--- config.mk ---
export PLATFORM = sky130hd
export DESIGN_NAME = ifu_fetch_top
export DESIGN_NICKNAME = d
export VERILOG_FILES = /design/src/hw/ifu_pkg.sv /design/src/hw/ifu_fetch_top.sv /design/src/hw/ifu_br_scan.sv /design/src/hw/ifu_line_store.sv /design/src/hw/ifu_precode.sv
export SDC_FILE = /design/constraint.sdc
export NUM_CORES = 1
export LEC_CHECK = 0
export BUFFER_PORTS_ARGS = -buffer_cell sky130_fd_sc_hd__buf_4
export CORE_MARGIN = 8
export CORE_UTILIZATION = 58
export DETAILED_ROUTE_END_ITERATION = 7
export HOLD_SLACK_MARGIN = 0.15
export PLACE_DENSITY_LB_ADDON = 0.15
export REMOVE_ABC_BUFFERS = 1
export SETUP_SLACK_MARGIN = 0.15
export SYNTH_ARGS = -nofsm -noshare
export SYNTH_HDL_FRONTEND = slang
export SYNTH_SLANG_ARGS = --single-unit
--- constraint.sdc ---
create_clock -name forever_cpuclk -period 18.6 [get_ports forever_cpuclk]
set_input_delay 0.93 -clock forever_cpuclk [delete_from_list [all_inputs] [get_ports forever_cpuclk]]
set_output_delay 0.93 -clock forever_cpuclk [all_outputs]
set_load 0.03 [all_outputs]
--- src/hw/ifu_pkg.sv ---
// Shared types and constants for the instruction fetch front end.
// Holds the pc, line and precode widths, the branch major opcodes and the
// refill request and fetch response structs. Every other file refers to
// these by scoped name.

`default_nettype none

package ifu_pkg;

  // ========================================================================
  // sizes and field types
  // ========================================================================
  localparam int LINE_NUM = 4;     // slots in the line store
  localparam int WORD_NUM = 4;     // 32-bit words per line

  typedef logic [31:0]  pc_t;
  typedef logic [31:0]  inst_t;
  typedef logic [127:0] line_t;      // halfword 0 sits in 127:112
  typedef logic [31:0]  precode_t;   // one {ab_br, br, bry1, bry0} nibble per halfword
  typedef logic [1:0]   line_idx_t;  // pc[5:4]
  typedef logic [25:0]  line_tag_t;  // pc[31:6]
  typedef logic [1:0]   word_idx_t;  // pc[3:2]

  // ========================================================================
  // branch major opcodes, inst[31:26]
  // ========================================================================
  localparam logic [5:0] OP_BEQZ = 6'b010000;
  localparam logic [5:0] OP_BNEZ = 6'b010001;
  localparam logic [5:0] OP_BCZ  = 6'b010010;  // bceqz / bcnez, split by inst[9:8]
  localparam logic [5:0] OP_B    = 6'b010100;
  localparam logic [5:0] OP_BL   = 6'b010101;
  localparam logic [5:0] OP_BEQ  = 6'b010110;
  localparam logic [5:0] OP_BNE  = 6'b010111;
  localparam logic [5:0] OP_BLT  = 6'b011000;
  localparam logic [5:0] OP_BGE  = 6'b011001;
  localparam logic [5:0] OP_BLTU = 6'b011010;
  localparam logic [5:0] OP_BGEU = 6'b011011;

  localparam logic [1:0] BCZ_SEL_EQZ = 2'b00;
  localparam logic [1:0] BCZ_SEL_NEZ = 2'b01;

  // ========================================================================
  // port structs
  // ========================================================================
  typedef struct packed {
    pc_t   addr;   // low 4 bits ignored
    line_t data;
  } refill_req_t;

  typedef struct packed {
    logic      hit;
    line_t     data;
    precode_t  precode;
    logic      br_found;
    word_idx_t br_word;
    logic      br_uncond;   // b or bl
    pc_t       br_target;
  } fetch_rsp_t;

  // word k of a line is {halfword 2k+1, halfword 2k}
  function automatic inst_t line_word(line_t line, word_idx_t k);
    int base;
    base = 127 - 32 * int'(k);
    return {line[base-16 -: 16], line[base -: 16]};
  endfunction

endpackage

`default_nettype wire
--- src/hw/ifu_fetch_top.sv ---
// Top level of the instruction fetch front end.
// Refill writes a line and its precode into the line store; fetch looks up
// a pc, checks the tag and scans for the first branch. The single store
// port goes to fetch first. Fetch responses come one cycle after the
// request is accepted and hold until rsp_ready.

`timescale 1ns/10ps
`default_nettype none

module ifu_fetch_top (
  input  wire                       forever_cpuclk,
  input  wire                       rst_n,
  // refill port
  input  wire                       refill_valid,
  input  wire ifu_pkg::refill_req_t refill_req,
  output logic                      refill_ready,
  // fetch request port
  input  wire                       fetch_req_valid,
  input  wire ifu_pkg::pc_t         fetch_pc,
  output logic                      fetch_req_ready,
  // fetch response port
  output logic                      rsp_valid,
  output ifu_pkg::fetch_rsp_t       rsp,
  input  wire                       rsp_ready
);

  logic                port_en_q;       // ports closed through reset
  logic                fetch_acc;
  logic                refill_acc;
  ifu_pkg::precode_t   refill_precode;
  logic                rd_valid;
  ifu_pkg::line_tag_t  rd_tag;
  ifu_pkg::line_t      rd_data;
  ifu_pkg::precode_t   rd_precode;
  logic                hit;
  ifu_pkg::pc_t        line_base;
  logic                br_found;
  ifu_pkg::word_idx_t  br_word;
  logic                br_uncond;
  ifu_pkg::pc_t        br_target;
  ifu_pkg::fetch_rsp_t rsp_d;

  // ========================================================================
  // handshake and arbitration
  // ========================================================================
  always_ff @(posedge forever_cpuclk) begin
    if (!rst_n) port_en_q <= 1'b0;
    else        port_en_q <= 1'b1;
  end

  assign fetch_req_ready = port_en_q && !(rsp_valid && !rsp_ready);  // stall while held
  assign fetch_acc       = fetch_req_valid && fetch_req_ready;
  assign refill_ready    = port_en_q && !fetch_acc;                  // fetch wins the port
  assign refill_acc      = refill_valid && refill_ready;

  // ========================================================================
  // datapath
  // ========================================================================
  ifu_precode u_precode (
    .inst_data (refill_req.data),
    .pre_code  (refill_precode)
  );

  ifu_line_store u_line_store (
    .forever_cpuclk (forever_cpuclk),
    .rst_n          (rst_n),
    .wr_en          (refill_acc),
    .wr_idx         (ifu_pkg::line_idx_t'(refill_req.addr[5:4])),
    .wr_tag         (ifu_pkg::line_tag_t'(refill_req.addr[31:6])),
    .wr_data        (refill_req.data),
    .wr_precode     (refill_precode),
    .rd_idx         (ifu_pkg::line_idx_t'(fetch_pc[5:4])),
    .rd_valid       (rd_valid),
    .rd_tag         (rd_tag),
    .rd_data        (rd_data),
    .rd_precode     (rd_precode)
  );

  assign hit       = rd_valid && (rd_tag == fetch_pc[31:6]);
  assign line_base = {fetch_pc[31:4], 4'b0000};

  ifu_br_scan u_br_scan (
    .line_base  (line_base),
    .start_word (ifu_pkg::word_idx_t'(fetch_pc[3:2])),
    .data       (rd_data),
    .precode    (rd_precode),
    .br_found   (br_found),
    .br_word    (br_word),
    .br_uncond  (br_uncond),
    .br_target  (br_target)
  );

  // miss returns zeros apart from hit
  always_comb begin
    rsp_d     = '0;
    rsp_d.hit = hit;
    if (hit) begin
      rsp_d.data      = rd_data;
      rsp_d.precode   = rd_precode;
      rsp_d.br_found  = br_found;
      rsp_d.br_word   = br_word;
      rsp_d.br_uncond = br_uncond;
      rsp_d.br_target = br_target;
    end
  end

  // ========================================================================
  // response register
  // ========================================================================
  always_ff @(posedge forever_cpuclk) begin
    if (!rst_n)         rsp_valid <= 1'b0;
    else if (fetch_acc) rsp_valid <= 1'b1;
    else if (rsp_ready) rsp_valid <= 1'b0;
  end

  always_ff @(posedge forever_cpuclk) begin
    if (fetch_acc) rsp <= rsp_d;   // only loads when the slot is free
  end

endmodule

`default_nettype wire

--- src/hw/ifu_br_scan.sv ---
// Branch scan over one fetched line.
// Finds the lowest word at or after start_word whose stored precode marks a
// branch, and computes its target from line_base, the word offset and the
// immediate of that instruction. All outputs are zero when no branch is
// found. Purely combinational.

`timescale 1ns/10ps
`default_nettype none

module ifu_br_scan (
  input  wire ifu_pkg::pc_t       line_base,   // pc with bits 3:0 clear
  input  wire ifu_pkg::word_idx_t start_word,
  input  wire ifu_pkg::line_t     data,
  input  wire ifu_pkg::precode_t  precode,
  output logic                    br_found,
  output ifu_pkg::word_idx_t      br_word,
  output logic                    br_uncond,
  output ifu_pkg::pc_t            br_target
);

  logic [ifu_pkg::WORD_NUM-1:0] cand;     // br bit of each word, masked by start
  logic                         found;
  ifu_pkg::word_idx_t           sel;
  ifu_pkg::inst_t               inst;
  logic [5:0]                   op;
  logic                         uncond;
  logic                         cond21;   // beqz, bnez and the bcz forms
  ifu_pkg::pc_t                 offs;     // sign-extended, already shifted by 2

  // ========================================================================
  // pick the first branch word
  // ========================================================================
  always_comb begin
    found = 1'b0;
    sel   = '0;
    for (int k = 0; k < ifu_pkg::WORD_NUM; k++) begin
      // br is bit 2 of the even-halfword nibble
      cand[k] = precode[30 - 8*k] && (k >= int'(start_word));
    end
    // walk down so the lowest candidate wins
    for (int k = ifu_pkg::WORD_NUM - 1; k >= 0; k--) begin
      if (cand[k]) begin
        found = 1'b1;
        sel   = ifu_pkg::word_idx_t'(k);
      end
    end
  end

  // ========================================================================
  // immediate and target
  // ========================================================================
  always_comb begin
    inst   = ifu_pkg::line_word(data, sel);
    op     = inst[31:26];
    uncond = precode[31 - 8*int'(sel)];     // ab_br of the chosen word
    cond21 = (op == ifu_pkg::OP_BEQZ) ||
             (op == ifu_pkg::OP_BNEZ) ||
             (op == ifu_pkg::OP_BCZ);

    if (uncond) begin
      offs = {{4{inst[9]}}, inst[9:0], inst[25:10], 2'b00};    // offs26
    end else if (cond21) begin
      offs = {{9{inst[4]}}, inst[4:0], inst[25:10], 2'b00};    // offs21
    end else begin
      offs = {{14{inst[25]}}, inst[25:10], 2'b00};             // offs16
    end

    br_found  = 1'b0;
    br_word   = '0;
    br_uncond = 1'b0;
    br_target = '0;
    if (found) begin
      br_found  = 1'b1;
      br_word   = sel;
      br_uncond = uncond;
      br_target = line_base + ifu_pkg::pc_t'({sel, 2'b00}) + offs;
    end
  end

endmodule

`default_nettype wire

--- src/hw/ifu_line_store.sv ---
// Four-entry line store of the fetch front end.
// Each slot keeps a valid bit, a tag, one 128-bit line and its precode.
// Writes land on the clock edge when wr_en is high; the read side returns
// the slot picked by rd_idx combinationally. Only valid bits are reset.

`timescale 1ns/10ps
`default_nettype none

module ifu_line_store (
  input  wire                     forever_cpuclk,
  input  wire                     rst_n,
  // write side, from refill
  input  wire                     wr_en,
  input  wire ifu_pkg::line_idx_t wr_idx,
  input  wire ifu_pkg::line_tag_t wr_tag,
  input  wire ifu_pkg::line_t     wr_data,
  input  wire ifu_pkg::precode_t  wr_precode,
  // read side, from fetch
  input  wire ifu_pkg::line_idx_t rd_idx,
  output logic                    rd_valid,
  output ifu_pkg::line_tag_t      rd_tag,
  output ifu_pkg::line_t          rd_data,
  output ifu_pkg::precode_t       rd_precode
);

  // ========================================================================
  // storage
  // ========================================================================
  logic [ifu_pkg::LINE_NUM-1:0] valid_q;
  ifu_pkg::line_tag_t           tag_q     [ifu_pkg::LINE_NUM];
  ifu_pkg::line_t               data_q    [ifu_pkg::LINE_NUM];
  ifu_pkg::precode_t            precode_q [ifu_pkg::LINE_NUM];

  // valid bits, cleared in reset
  always_ff @(posedge forever_cpuclk) begin
    if (!rst_n) begin
      valid_q <= '0;
    end else if (wr_en) begin
      valid_q[wr_idx] <= 1'b1;   // a refill always fills the whole line
    end
  end

  // payload
  always_ff @(posedge forever_cpuclk) begin
    if (wr_en) begin
      tag_q[wr_idx]     <= wr_tag;
      data_q[wr_idx]    <= wr_data;
      precode_q[wr_idx] <= wr_precode;
    end
  end

  // ========================================================================
  // read port
  // ========================================================================
  // same-edge write is not seen until the next cycle
  assign rd_valid   = valid_q[rd_idx];
  assign rd_tag     = tag_q[rd_idx];
  assign rd_data    = data_q[rd_idx];
  assign rd_precode = precode_q[rd_idx];

endmodule

`default_nettype wire

--- src/hw/ifu_precode.sv ---
// Precode of one 128-bit instruction line, run at refill time.
// Every even halfword is taken as the start of a 32-bit instruction. Each
// halfword gets a nibble {ab_br, br, bry1, bry0}; halfword 0 lands in
// pre_code[31:28] and halfword 7 in pre_code[3:0]. Purely combinational.

`timescale 1ns/10ps
`default_nettype none

module ifu_precode (
  input  wire ifu_pkg::line_t    inst_data,
  output ifu_pkg::precode_t      pre_code
);

  // ========================================================================
  // decode helpers
  // ========================================================================

  // any of the twelve branch encodings
  function automatic logic is_branch(ifu_pkg::inst_t inst);
    logic [5:0] op;
    logic       br;
    op = inst[31:26];
    case (op)
      ifu_pkg::OP_BEQZ,
      ifu_pkg::OP_BNEZ,
      ifu_pkg::OP_B,
      ifu_pkg::OP_BL,
      ifu_pkg::OP_BEQ,
      ifu_pkg::OP_BNE,
      ifu_pkg::OP_BLT,
      ifu_pkg::OP_BGE,
      ifu_pkg::OP_BLTU,
      ifu_pkg::OP_BGEU: br = 1'b1;
      // bceqz / bcnez only, other selects are not branches
      ifu_pkg::OP_BCZ:  br = (inst[9:8] == ifu_pkg::BCZ_SEL_EQZ) ||
                             (inst[9:8] == ifu_pkg::BCZ_SEL_NEZ);
      default:          br = 1'b0;
    endcase
    return br;
  endfunction

  // unconditional direct jumps
  function automatic logic is_jump(ifu_pkg::inst_t inst);
    logic [5:0] op;
    op = inst[31:26];
    return (op == ifu_pkg::OP_B) || (op == ifu_pkg::OP_BL);
  endfunction

  // ========================================================================
  // per-word precode
  // ========================================================================
  // nib[7] is halfword 0, nib[0] is halfword 7
  wire [7:0][3:0] nib;

  for (genvar w = 0; w < ifu_pkg::WORD_NUM; w++) begin : g_word
    ifu_pkg::inst_t word;
    logic           br;
    logic           ab_br;

    assign word  = ifu_pkg::line_word(inst_data, ifu_pkg::word_idx_t'(w));
    assign br    = is_branch(word);
    assign ab_br = is_jump(word);

    // even halfword, start of word w
    // bry1 always set, bry0 set from halfword 2 on
    assign nib[7-2*w] = {ab_br, br, 1'b1, (w != 0)};

    // odd halfword never holds a branch
    // bry0 only for halfword 1, the fixed boundary pattern
    assign nib[6-2*w] = {3'b000, (w == 0)};
  end

  assign pre_code = nib;

endmodule

`default_nettype wire

# --- After elaboration in Yosys (flattened, before gate mapping) ---
# Memories as Yosys holds them, arrays and structs flattened.
# Index checks and enable logic that the tools add are counted.
word_totals:
  reg_bits: 203
  rom_bits: 0
  ramBits: 648
  latch_bits: 0
  word_cells: 140
  out_inout_bits: 200
  memories: 3
  input_bits: 197
classes:
  n_addsub: 5
  n_reduce_logical: 33
  n_div: 0
  n_shift: 2
  mux: 27
  multipliers: 0
  order_cmp: 7
  bitwise_logic: 1
  eq_ne: 52
memory_table:
  columns: ["memory", "depth", "width", "rd", "rd_ports_with_merged_regs", "write_ports", "line", "text"]
  rows:
  - ["u_line_store.data_q", 4, 128, 1, 0, 1, "ifu_line_store.sv:31", "ifu_pkg::line_t data_q [ifu_pkg::LINE_NUM];"]
  - ["u_line_store.tag_q", 4, 26, 1, 0, 1, "ifu_line_store.sv:30", "ifu_pkg::line_tag_t tag_q [ifu_pkg::LINE_NUM];"]
  - ["u_line_store.precode_q", 4, 8, 1, 0, 1, "ifu_line_store.sv:32", "ifu_pkg::precode_t precode_q [ifu_pkg::LINE_NUM];"]
ops:
  columns: ["op", "count"]
  rows:
  - ["indexed part select 143 x 32 -> 16 bit", 2]
  - ["equality test 6 x 5 -> 1 bit, second input constant", 47]
  - ["2-to-1 mux 32 bit", 2]
  - ["OR reduction 10 bit", 4]
  - ["adder 32 bit", 1]
  - ["adder 32 x 4 -> 32 bit", 1]
  - ["< comparator 32 x 7 -> 1 bit, second input constant", 1]
  - ["subtractor 32 x 6 -> 32 bit, second input constant", 1]
  - ["equality test 26 bit", 1]
  - ["2-to-1 mux 1 bit", 14]
  - ["logical AND 1 bit", 10]
  - ["logical OR 1 bit", 10]
  - ["equality test 2 x 1 -> 1 bit, second input constant", 4]
  - ["zero test 2 bit", 4]
  - ["2-to-1 mux 2 bit", 4]
  - ["one-hot mux 1 bit (2 select lines)", 4]
  - ["subtractor 7 x 7 -> 8 bit, first input constant", 1]
  - ["< comparator 2 x 3 -> 1 bit, second input constant", 2]
  - ["subtractor 5 x 5 -> 6 bit, first input constant", 1]
  - ["binary-select mux 1 bit (select 5 bit)", 1]
  - [">= comparator 1 x 2 -> 1 bit, first input constant", 2]
  - ["bitwise OR 4 bit", 1]
  - ["zero test 1 bit", 3]
  - ["binary-select mux 1 bit (select 2 bit)", 1]
  - ["5 further kinds", 5]

# --- Logic depth before layout (Yosys ltp) ---
# Gate-level depths: netlist of run 1.
logic_depth:
  ltp_word: 14
  mapped_depth: 24
  depth_no_buf: 18

# --- By module ---
# Synthesis of run 1 repeated with hierarchy kept, for this count alone.
unflattened:
  hier_cells: 2186
  hier_area_um2: 39594.2
by_module_without_submodules:
  columns: ["mod", "cells_per_inst", "area_per_inst_um2", "instances", "seq_area_each_um2"]
  rows:
  - ["ifu_line_store", 985, 26997.1, 1, 22421.5]
  - ["ifu_fetch_top", 708, 9048.7, 1, 5955.7]
  - ["ifu_br_scan", 439, 3103.0, 1, 0.0]
  - ["ifu_precode", 54, 445.4, 1, 0.0]

# --- Least setup slack after synthesis of run 1 ---
# No wires, ideal clock.
synth_timing:
  path_kind: "input-to-reg"
  from: "input rsp_ready"
  to: "memory u_line_store.data_q[1][0] in the netlist's numbering (enable)"
  slack_ns: 3.935
  setup_time_ns: 0.917
  stages: 6
  t_arrival_ns: 13.748
  cell_sequence: "nand2b_1 > and2_1 > nand2_1 > and2_1 > nand2_1 > nor3b_1"
synth_between:
  elab_chain_len: 10
synth_lines:
  columns: ["item", "line", "text"]
  rows:
  - ["from (decl)", "ifu_fetch_top.sv:24", "input wire rsp_ready"]
  - ["zero test 1 bit", "ifu_fetch_top.sv:51", "assign fetch_req_ready = port_en_q && !(rsp_valid && !rsp_ready);"]
  - ["logical AND 1 bit", "ifu_fetch_top.sv:51", null]
  - ["zero test 1 bit", "ifu_fetch_top.sv:51", null]
  - ["logical AND 1 bit", "ifu_fetch_top.sv:51", null]
  - ["named net fetch_req_ready", "ifu_fetch_top.sv:20", "output logic fetch_req_ready,"]
  - ["logical AND 1 bit", "ifu_fetch_top.sv:52", "assign fetch_acc = fetch_req_valid && fetch_req_ready;"]
  - ["zero test 1 bit", "ifu_fetch_top.sv:53", "assign refill_ready = port_en_q && !fetch_acc;"]
  - ["logical AND 1 bit", "ifu_fetch_top.sv:53", null]
  - ["named net refill_ready", "ifu_fetch_top.sv:16", "output logic refill_ready,"]
  - ["logical AND 1 bit", "ifu_fetch_top.sv:54", "assign refill_acc = refill_valid && refill_ready;"]
  - ["2-to-1 mux 1 bit", "ifu_line_store.sv:45", "if (wr_en) begin"]
  - ["2-to-1 mux 1 bit (not written as such)", "ifu_line_store.sv:47", "data_q[wr_idx] <= wr_data;"]
  - ["to (decl)", "ifu_line_store.sv:31", null]
# The timed path passes the listed nets, and every way through them passes these cells.

# --- Final worst setup path of run 1 ---
layout_timing:
  from: "input fetch_pc[5]"
  to: "register rsp[31] in the netlist's numbering, data pin"
layout_between:
  elab_chain_len: 14
  elab_cells_between_ends: 36
  cone_classes: "add/sub: 5; eq/ne: 4; shift: 2; mux: 15; reduce/logical: 7; memory: 3"
layout_lines:
  columns: ["item", "line", "text"]
  rows:
  - ["from (decl)", "ifu_fetch_top.sv:19", "input wire ifu_pkg::pc_t fetch_pc,"]
  - ["memory (4 x 8 bit)", null, null]
  - ["2-to-1 mux 2 bit / logical AND 1 bit (equally long branches)", "ifu_br_scan.sv:42, ifu_br_scan.sv:38", null]
  - ["2-to-1 mux 2 bit (3 in a row)", "ifu_br_scan.sv:42", "if (cand[k]) begin"]
  - ["subtractor 7 x 7 -> 8 bit", "ifu_pkg.sv:63", "base = 127 - 32 * int'(k);"]
  - ["subtractor 32 x 6 -> 32 bit", "ifu_pkg.sv:64", "return {line[base-16 -: 16], line[base -: 16]};"]
  - ["indexed part select 143 x 32 -> 16 bit", "ifu_pkg.sv:64", null]
  - ["equality test 6 x 5 -> 1 bit, on equally long branches", "ifu_br_scan.sv:56, ifu_br_scan.sv:57", null]
  - ["logical OR 1 bit", "ifu_br_scan.sv:56", "cond21 = (op == ifu_pkg::OP_BEQZ) ||"]
  - ["logical OR 1 bit", "ifu_br_scan.sv:57", "(op == ifu_pkg::OP_BNEZ) ||"]
  - ["2-to-1 mux 32 bit", "ifu_br_scan.sv:62", "end else if (cond21) begin"]
  - ["2-to-1 mux 32 bit", "ifu_br_scan.sv:60", "if (uncond) begin"]
  - ["adder 32 bit", "ifu_br_scan.sv:76", "br_target = line_base + ifu_pkg::pc_t'({sel, 2'b00}) + offs;"]
  - ["to (signal assigned)", "ifu_fetch_top.sv:117", "if (fetch_acc) rsp <= rsp_d;"]
  - ["to (decl)", "ifu_fetch_top.sv:23", "output ifu_pkg::fetch_rsp_t rsp,"]
# Several ways; a longest one is shown, not always the timed one. The select of a mux whose other input is x is not followed.
# A chain may end at the register's enable or synchronous reset.

==> results.py, run 1 <==
metrics = {
    "routing": {
        "drc": 0,
        "wl_per_cell_um": 26.3,
        "ant_nets": 0,
        "vias": 16900,
        "firstDrtPassIters": 7,
        "vias_per_cell": 5.90,
        "wirelength_um": 75100,
        "drtIter0Drc": 1307,
    },
    "setup_path": {
        "r2r_start": "u_line_store.precode_q[3][0]",
        "r2r_slack_ps": 12070,
        "cp-start-kind": "input port",
        "crit_required_ps": 19060,
        "cp-end-kind": "flop",
        "crit_fanout": 55,
        "crit_arrival_ps": 7950,
        "reg2reg_depth": 19,
        "critPathLaunch": "fetch_pc[5]",
        "timing.rr.end": "rsp[31]",
        "crit_type": "input port to flop",
    },
    "synthesis": {
        "ys_types": 57,
        "yosysTopAreaCell": "edfxtp_1",
        "syn-instance-count": 1628,
        "yosys_warnings": 0,
        "yosys-top-cells-area": "edfxtp_1 (75%), mux4_2 (12%), and2_1 (3.0%)",
        "syn_area_sq_mm": 0.0329,
        "ys.flop_type": "edfxtp_1",
        "synth_top_area_frac": 0.748,
        "synthArstFlopShare": 0,
        "avgSynthCellArea_sq_um": 20.2,
        "ys_seq_area_frac": 0.752,
        "synth_edf_count": 820,
        "ys_ff_latch": 826,
    },
    "floorplan": {
        "start_util": 0.585,
        "dieArea_sq_mm": 0.0646,
        "fp-row-count": 87,
        "core_sq_mm": 0.0563,
        "dieHeight_um": 254,
        "ios": 397,
        "die_x_um": 254,
    },
    "worst_hold_path": {
        "hold_start": "u_line_store.valid_q[1]",
        "min_path_cells": 1,
        "hold_path_class": "flop to flop",
        "holdPathEnd": "u_line_store.valid_q[1]",
    },
    "power_and_ir_drop": {
        "switching_share": 0.222,
        "vdd.ir_drop.worst_mv": 0.0886,
        "power_frac_comb": 0.096,
        "leakagePower_nw": 13.6,
        "internal-power_w": 0.00312,
        "power_frac_clock": 0.382,
        "power_frac_seq": 0.522,
        "switching_power_w": 0.000892,
        "powerDensity_mw_per_mm2": 103,
    },
    "cts": {
        "cts_buffer_depth": 3,
        "cts-resized-gates": 0,
        "cts_buffers": 82,
        "clock-sinks": 826,
        "cts_tree": "built",
        "cts-hold-fix-buffers": 0,
        "clk_latency_ps": 610,
        "ctsRootBufferMaster": "clkbuf_16",
        "post_cts_buffers": 0,
        "clk_pin_slew_ps": 60,
        "h-tree-depth": 3,
    },
    "global_routing": {
        "grt_pass1_vias": 17400,
        "grt_max_degree": 109,
        "grt_usage": 0.231,
        "antenna_found_initial": 9,
        "grt_pass1_wl_um": 110000,
        "grt.overflow.total": 0,
    },
    "sta": {
        "fin_skew_ps": 20.9,
        "fmax_mhz": 134,
        "setup_ws_ps": 11110,
        "rsz0062_at_grt": "no",
        "slew_viol_final": 0,
        "final.period_utilization": 0.403,
        "setup_viol": 0,
        "tightestPinTransition_ps": 1120,
        "max_slew_margin": 0.250,
        "period_minus_slack_ps": 7490,
        "tns_ps": 0,
        "hold_viol": 0,
    },
    "status": {
        "outcome": "finished, final reports clean",
    },
    "finish": {
        "final_layout_size_suffix_gt1_frac": 0.330,
        "final_cells": 2858,
        "final-seq-area_sq_mm": 0.0247,
        "area_delta_synth_final_pct": 18.2,
        "nFillCells": 3572,
        "multi_input_area_sq_mm": 0.00766,
        "nNetsFinal": 2262,
    },
    "place": {
        "hpwl_um": 47800,
        "gp_congestion": 0.847,
        "port_buffers": 372,
        "dp_slack_ps": 10450,
        "place_inst": 2707,
    },
    "run": {
        "max_cap_violations": 0,
    },
}
## per-layer routing
layer | routed length (um) | vias to the layer above | global-route usage
met3 | 5660 | 107 | 0.0522
met5 | 45 | - | 0
met1 | 29600 | 8755 | 0.304
li1 | - | 7368 | -
met2 | 37800 | 628 | 0.384
met4 | 1950 | 8 | 0.0742
## power groups by stage
| stage | clock network (W) | registers [W] | logic (W) |
|---|---|---|---|
| floorplan | 0 | 0.00216 | 0.000208 |
| global placement | 0 | 0.00213 | 0.000379 |
| detailed placement | 0 | 0.00213 | 0.000387 |
| CTS | 0.00156 | 0.00209 | 0.000388 |
| global route | 0.00163 | 0.00210 | 0.000418 |
| finish | 0.00153 | 0.00209 | 0.000386 |
## critical path, cell delays in order
cell	delay [ps]
clkbuf_8	420
buf_4	540
mux4_2	430
a21boi_0	190
o22ai_4	820
buf_4	620
mux2i_1	280
mux2i_1	110
buf_4	190
a21oi_1	530
mux2_2	420
ha_1	370
a211oi_1	340
o211ai_1	160
a41oi_1	360
o21ai_0	130
a21oi_1	190
o21ai_0	180
a31oi_1	210
xor3_1	250
nor2_1	110
## state kept, by name, indices dropped and copies added, names as in the netlist
signal and count:
u_line_store.data_q 512, port_en_q 1, rsp 172, u_line_store.precode_q 32
u_line_store.tag_q 104, rsp_valid 1, u_line_store.valid_q 4
## worst max path at each step
stage	cells past startpoint	slack, ps	end
global route	19	10650	rsp[28]
floorplan	6	3940	u_line_store.data_q[1][0]
finish	21	11110	rsp[31]
global placement	21	10520	rsp[30]
CTS	21	11080	rsp[28]
detailed placement	21	10450	rsp[28]
## synth_stat cells (6+ instances only)
master,instances
nor3_1,13
nand4_1,7
nor2_1,30
and2_1,157
a21o_1,21
buf_6,7
mux2i_1,24
xnor2_1,38
ha_1,29
edfxtp_1,820
and3_1,6
clkbuf_1,23
o21a_1,9
o21bai_1,7
inv_1,12
mux4_2,172
buf_4,34
a211oi_1,23
o21ai_0,20
nand2b_1,10
nand2_1,18
buf_2,23
dfxtp_1,6
a21oi_1,45
xor2_1,10
## per-stage QoR
stage	instance area, sq um	hold WS (ps)	utilization	power (W)
2_1_floorplan	32400	435	-	0.00237
3_3_place_gp	36400	443	0.647	0.00251
3_5_place_dp	36400	454	0.647	0.00252
4_1_cts	38900	472	0.691	0.00405
5_1_grt	38900	492	0.691	0.00414
6_report	38900	470	0.691	0.00401
## layout by cell type (no fill, tap or decap), types with 9 or more instances in the layout
cell type | netlist | routed
a211oi_1 | 23 | 23
inv_1 | 12 | 11
and2_1 | 157 | 157
o21ai_0 | 20 | 20
buf_4 | 34 | 395
nor3_1 | 13 | 12
o21a_1 | 9 | 9
xor2_1 | 10 | 10
edfxtp_1 | 820 | 820
clkbuf_16 | 0 | 85
clkinv_2 | 0 | 12
mux2i_1 | 24 | 24
mux4_2 | 172 | 172
nand2b_1 | 10 | 10
xnor2_1 | 38 | 38
nor2_1 | 30 | 30
ha_1 | 29 | 29
a21o_1 | 21 | 21
a21oi_1 | 45 | 45
clkbuf_1 | 23 | 23
clkinv_1 | 0 | 16
conb_1 | 1 | 18
nand2_1 | 18 | 18
## cell families (layout without fill, tap and decap cells)
logic type / count (synthesis) / in the layout / synth area share
adders and majority gates: 30 / 30 / 0.0116
xor gates and xnor gates: 49 / 49 / 0.0135
buffers and inverters: 104 / 555 / 0.0182
other: 1 / 24 / 0.000114
DFF: 826 / 826 / 0.752
and+or+nand+nor: 265 / 265 / 0.0476
muxes: 201 / 201 / 0.127
AOI/OAI and AO/OA: 152 / 152 / 0.0302
## cell type report
type,instances,area share
flip-flops and latches,826,0.636
inverters,12,0.00135
clock inverters,37,0.00666
clock buffers,108,0.0569
multi-input cells,715,0.197
well taps,756,0.0243
diodes,6,0.000386
repair buffers,398,0.0775
Note: power is estimated with default switching activity, not from simulation.
==> run 2, diff against run 1 <==
--- a/config.mk
+++ b/config.mk
@@ -5,6 +5,7 @@
 export SDC_FILE = /design/constraint.sdc
 export NUM_CORES = 1
 export LEC_CHECK = 0
+export ABC_AREA = 1
 export BUFFER_PORTS_ARGS = -buffer_cell sky130_fd_sc_hd__buf_4
 export CORE_MARGIN = 8
 export CORE_UTILIZATION = 58
==> constraint.sdc (replaced) <==
create_clock -name forever_cpuclk -period 7.25 [get_ports forever_cpuclk]
set_input_delay 0.3625 -clock forever_cpuclk [delete_from_list [all_inputs] [get_ports forever_cpuclk]]
set_output_delay 0.3625 -clock forever_cpuclk [all_outputs]
set_load 0.03 [all_outputs]
==> results.py, run 2 <==
metrics = {
    "finish": {
        "nFillCells": 3843,
        "top_register": "u_line_store.data_q",
        "top_regs": "u_line_store.data_q: 512 flops, rsp: 172 flops, u_line_store.tag_q: 104 flops",
        "area_delta_synth_final_pct": 22.4,
        "final_cells": 4015,
        "fin_area_sq_mm": 0.0414,
        "nNetsFinal": 3402,
        "most-common-layout-cells": "edfxtp_1 (820), nand2_1 (691), buf_4 (397), nor2_1 (253), a21oi_1 (173)",
        "mostFrequentLayoutCell": "edfxtp_1",
        "largest_register_ffs": 512,
        "final_layout_size_suffix_gt1_frac": 0.167,
    },
    "place": {
        "gp_congestion": 0.847,
        "dp_slack_ps": 1440,
        "hpwl_um": 55000,
        "port_buffers": 372,
        "place_inst": 3697,
        "placement.cell_area_sq_mm": 0.0372,
    },
    "synthesis": {
        "synth.area.mux_share": 0,
        "synth_simple_gate_area_share": 0.130,
        "synth_xor_area_frac": 0.00570,
        "syn-instance-count": 2675,
        "synthArstFlopShare": 0,
        "avgSynthCellArea_sq_um": 12.6,
        "synthTopCellsByCount": "edfxtp_1 (820), nand2_1 (693), nor2_1 (254)",
        "yosysTopAreaCell": "edfxtp_1",
        "yosys_warnings": 0,
        "ys_types": 44,
        "ys.flop_type": "edfxtp_1",
        "ys_ff_latch": 826,
        "ys_seq_area_frac": 0.732,
        "synth_top_family_by_area": "simple AND/OR/NAND/NOR gates",
        "synth_top_area_frac": 0.728,
        "synth_compound_area_frac": 0.0863,
        "synthAdderAreaFrac": 0.0113,
        "synth_edf_count": 820,
        "synth.most_common_cell": "edfxtp_1",
        "syn_area_sq_mm": 0.0338,
        "yosys-top-cells-area": "edfxtp_1 (73%), nand2_1 (7.7%), a32o_1 (3.4%)",
    },
    "power_and_ir_drop": {
        "powerDensity_mw_per_mm2": 261,
        "leakagePower_nw": 15.7,
        "vdd.ir_drop.worst_mv": 0.239,
    },
    "sta": {
        "period_minus_slack_ps": 5250,
        "setup_ws_ps": 2000,
        "whs_ps": 253,
        "fin_skew_ps": 20.9,
        "slew_viol_final": 0,
        "rsz0062_at_grt": "no",
        "tightestPinTransition_ps": 1170,
        "final.period_utilization": 0.725,
        "setup_viol": 0,
        "max_slew_margin": 0.220,
        "hold_viol": 0,
        "fmax_mhz": 190,
        "tns_ps": 0,
    },
    "setup_path": {
        "crit_fanout": 90,
        "crit_arrival_ps": 5600,
        "crit_required_ps": 7600,
        "crit_type": "input port to flop",
        "cp-end-kind": "flop",
        "cp-start-kind": "input port",
    },
    "floorplan": {
        "start_util": 0.586,
        "dieArea_sq_mm": 0.0663,
        "die_x_um": 257,
        "ios": 397,
        "dieHeight_um": 257,
        "core_sq_mm": 0.0577,
        "fp-row-count": 88,
    },
    "cts": {
        "ctsRootBufferMaster": "clkbuf_16",
        "clock-sinks": 826,
        "post_cts_buffers": 0,
        "cts_tree": "built",
        "clk_pin_slew_ps": 60,
        "cts-hold-fix-buffers": 158,
        "clk_latency_ps": 620,
        "cts-resized-gates": 0,
        "cts_buffers": 83,
        "h-tree-depth": 3,
        "cts_buffer_depth": 3,
    },
    "global_routing": {
        "grt_pass1_wl_um": 135000,
        "grt_pass1_vias": 23000,
        "grt_usage": 0.263,
        "grt_max_degree": 174,
        "antenna_found_initial": 13,
        "grt.overflow.total": 0,
    },
    "routing": {
        "vias_per_cell": 5.77,
        "ant_nets": 0,
        "drc": 0,
        "drtIter0Drc": 2026,
        "firstDrtPassIters": 5,
        "vias": 23200,
        "wirelength_um": 90100,
        "wl_per_cell_um": 22.4,
    },
    "run": {
        "max_cap_violations": 0,
    },
    "worst_hold_path": {
        "hold_path_class": "input port to flop",
    },
    "status": {
        "outcome": "finished, final reports clean",
    },
}
[run 2: changes by cell type in the layout (fill, tap and decap cells not counted), moves of 24 or more]
| cell | previous run | this run |
|---|---|---|
| mux4_2 | 172 | 0 |
| nand3_1 | 4 | 122 |
| inv_1 | 11 | 88 |
| nand2_1 | 18 | 691 |
| o21ai_0 | 20 | 67 |
| a32o_1 | 0 | 116 |
| nor2_1 | 30 | 253 |
| mux2i_1 | 24 | 0 |
| and2_1 | 157 | 0 |
| xnor2_1 | 38 | 3 |
| a21oi_1 | 45 | 173 |
| dlygate4sd3_1 | 0 | 158 |
[run 2: path summary, 6_finish.rpt]
path,startpoint,to,slack [ps],depth (start not counted)
max,fetch_pc[5],rsp[20],2000,19
min,fetch_pc[31],rsp[31],250,4
max reg2reg,u_line_store.precode_q[1][6],rsp[20],2340,17
min reg2reg,u_line_store.valid_q[2],u_line_store.valid_q[2],460,1
[run 2: final cells by class]
| type | instances | area, sq um | area share |
|---|---|---|---|
| inverters | 91 | 359 | 0.00868 |
| well taps | 765 | 957 | 0.0231 |
| clock inverters | 50 | 452 | 0.0109 |
| diodes | 8 | 20.0 | 0.000484 |
| multi-input cells | 1611 | 8000 | 0.193 |
| flip-flops and latches | 826 | 24700 | 0.598 |
| clock buffers | 102 | 2170 | 0.0524 |
| repair buffers | 562 | 4700 | 0.113 |
[run 2: power breakdown]
part           internal [W]  total, W  switching (W)
registers           0.00534   0.00537      0.0000244
logic              0.000466   0.00132       0.000853
clock network       0.00239   0.00413        0.00174
[run 2: critical path, stage by stage]
cell,delay (ps)
buf_4,430
inv_8,340
nand3_1,240
nand3_1,280
nand2_1,200
inv_1,80
nand2_2,390
buf_4,460
a21oi_1,70
a32o_1,290
ha_1,360
a21o_1,170
a21oi_1,330
o21ai_0,180
a21boi_0,600
o21ai_0,250
a21oi_1,220
or2_2,140
a21oi_1,60
[run 2: layer usage]
| layer | vias up | track usage | share of wire |
|---|---|---|---|
| met5 | - | 0 | 0.00083 |
| li1 | 10600 | - | - |
| met2 | 931 | 0.440 | 0.50 |
| met4 | 12 | 0.0830 | 0.027 |
| met1 | 11500 | 0.339 | 0.39 |
| met3 | 164 | 0.0604 | 0.078 |
[run 2: per-stage QoR]
stage,util,power (W)
finish,0.717,0.0108
global route,0.717,0.0112
CTS,0.717,0.0109
detailed placement,0.644,0.00670
global placement,0.644,0.00667
floorplan,-,0.00626
[run 2: logic make-up after synthesis]
| kind of cell | after synthesis |
|---|---|
| adder cells (fa/ha/maj) | 30 |
| AND/OR/NAND/NOR | 1105 |
| XOR/XNOR | 22 |
| AO/OA/AOI/OAI | 436 |
| other | 1 |
| buffers and inverters | 255 |
| flip-flops | 826 |
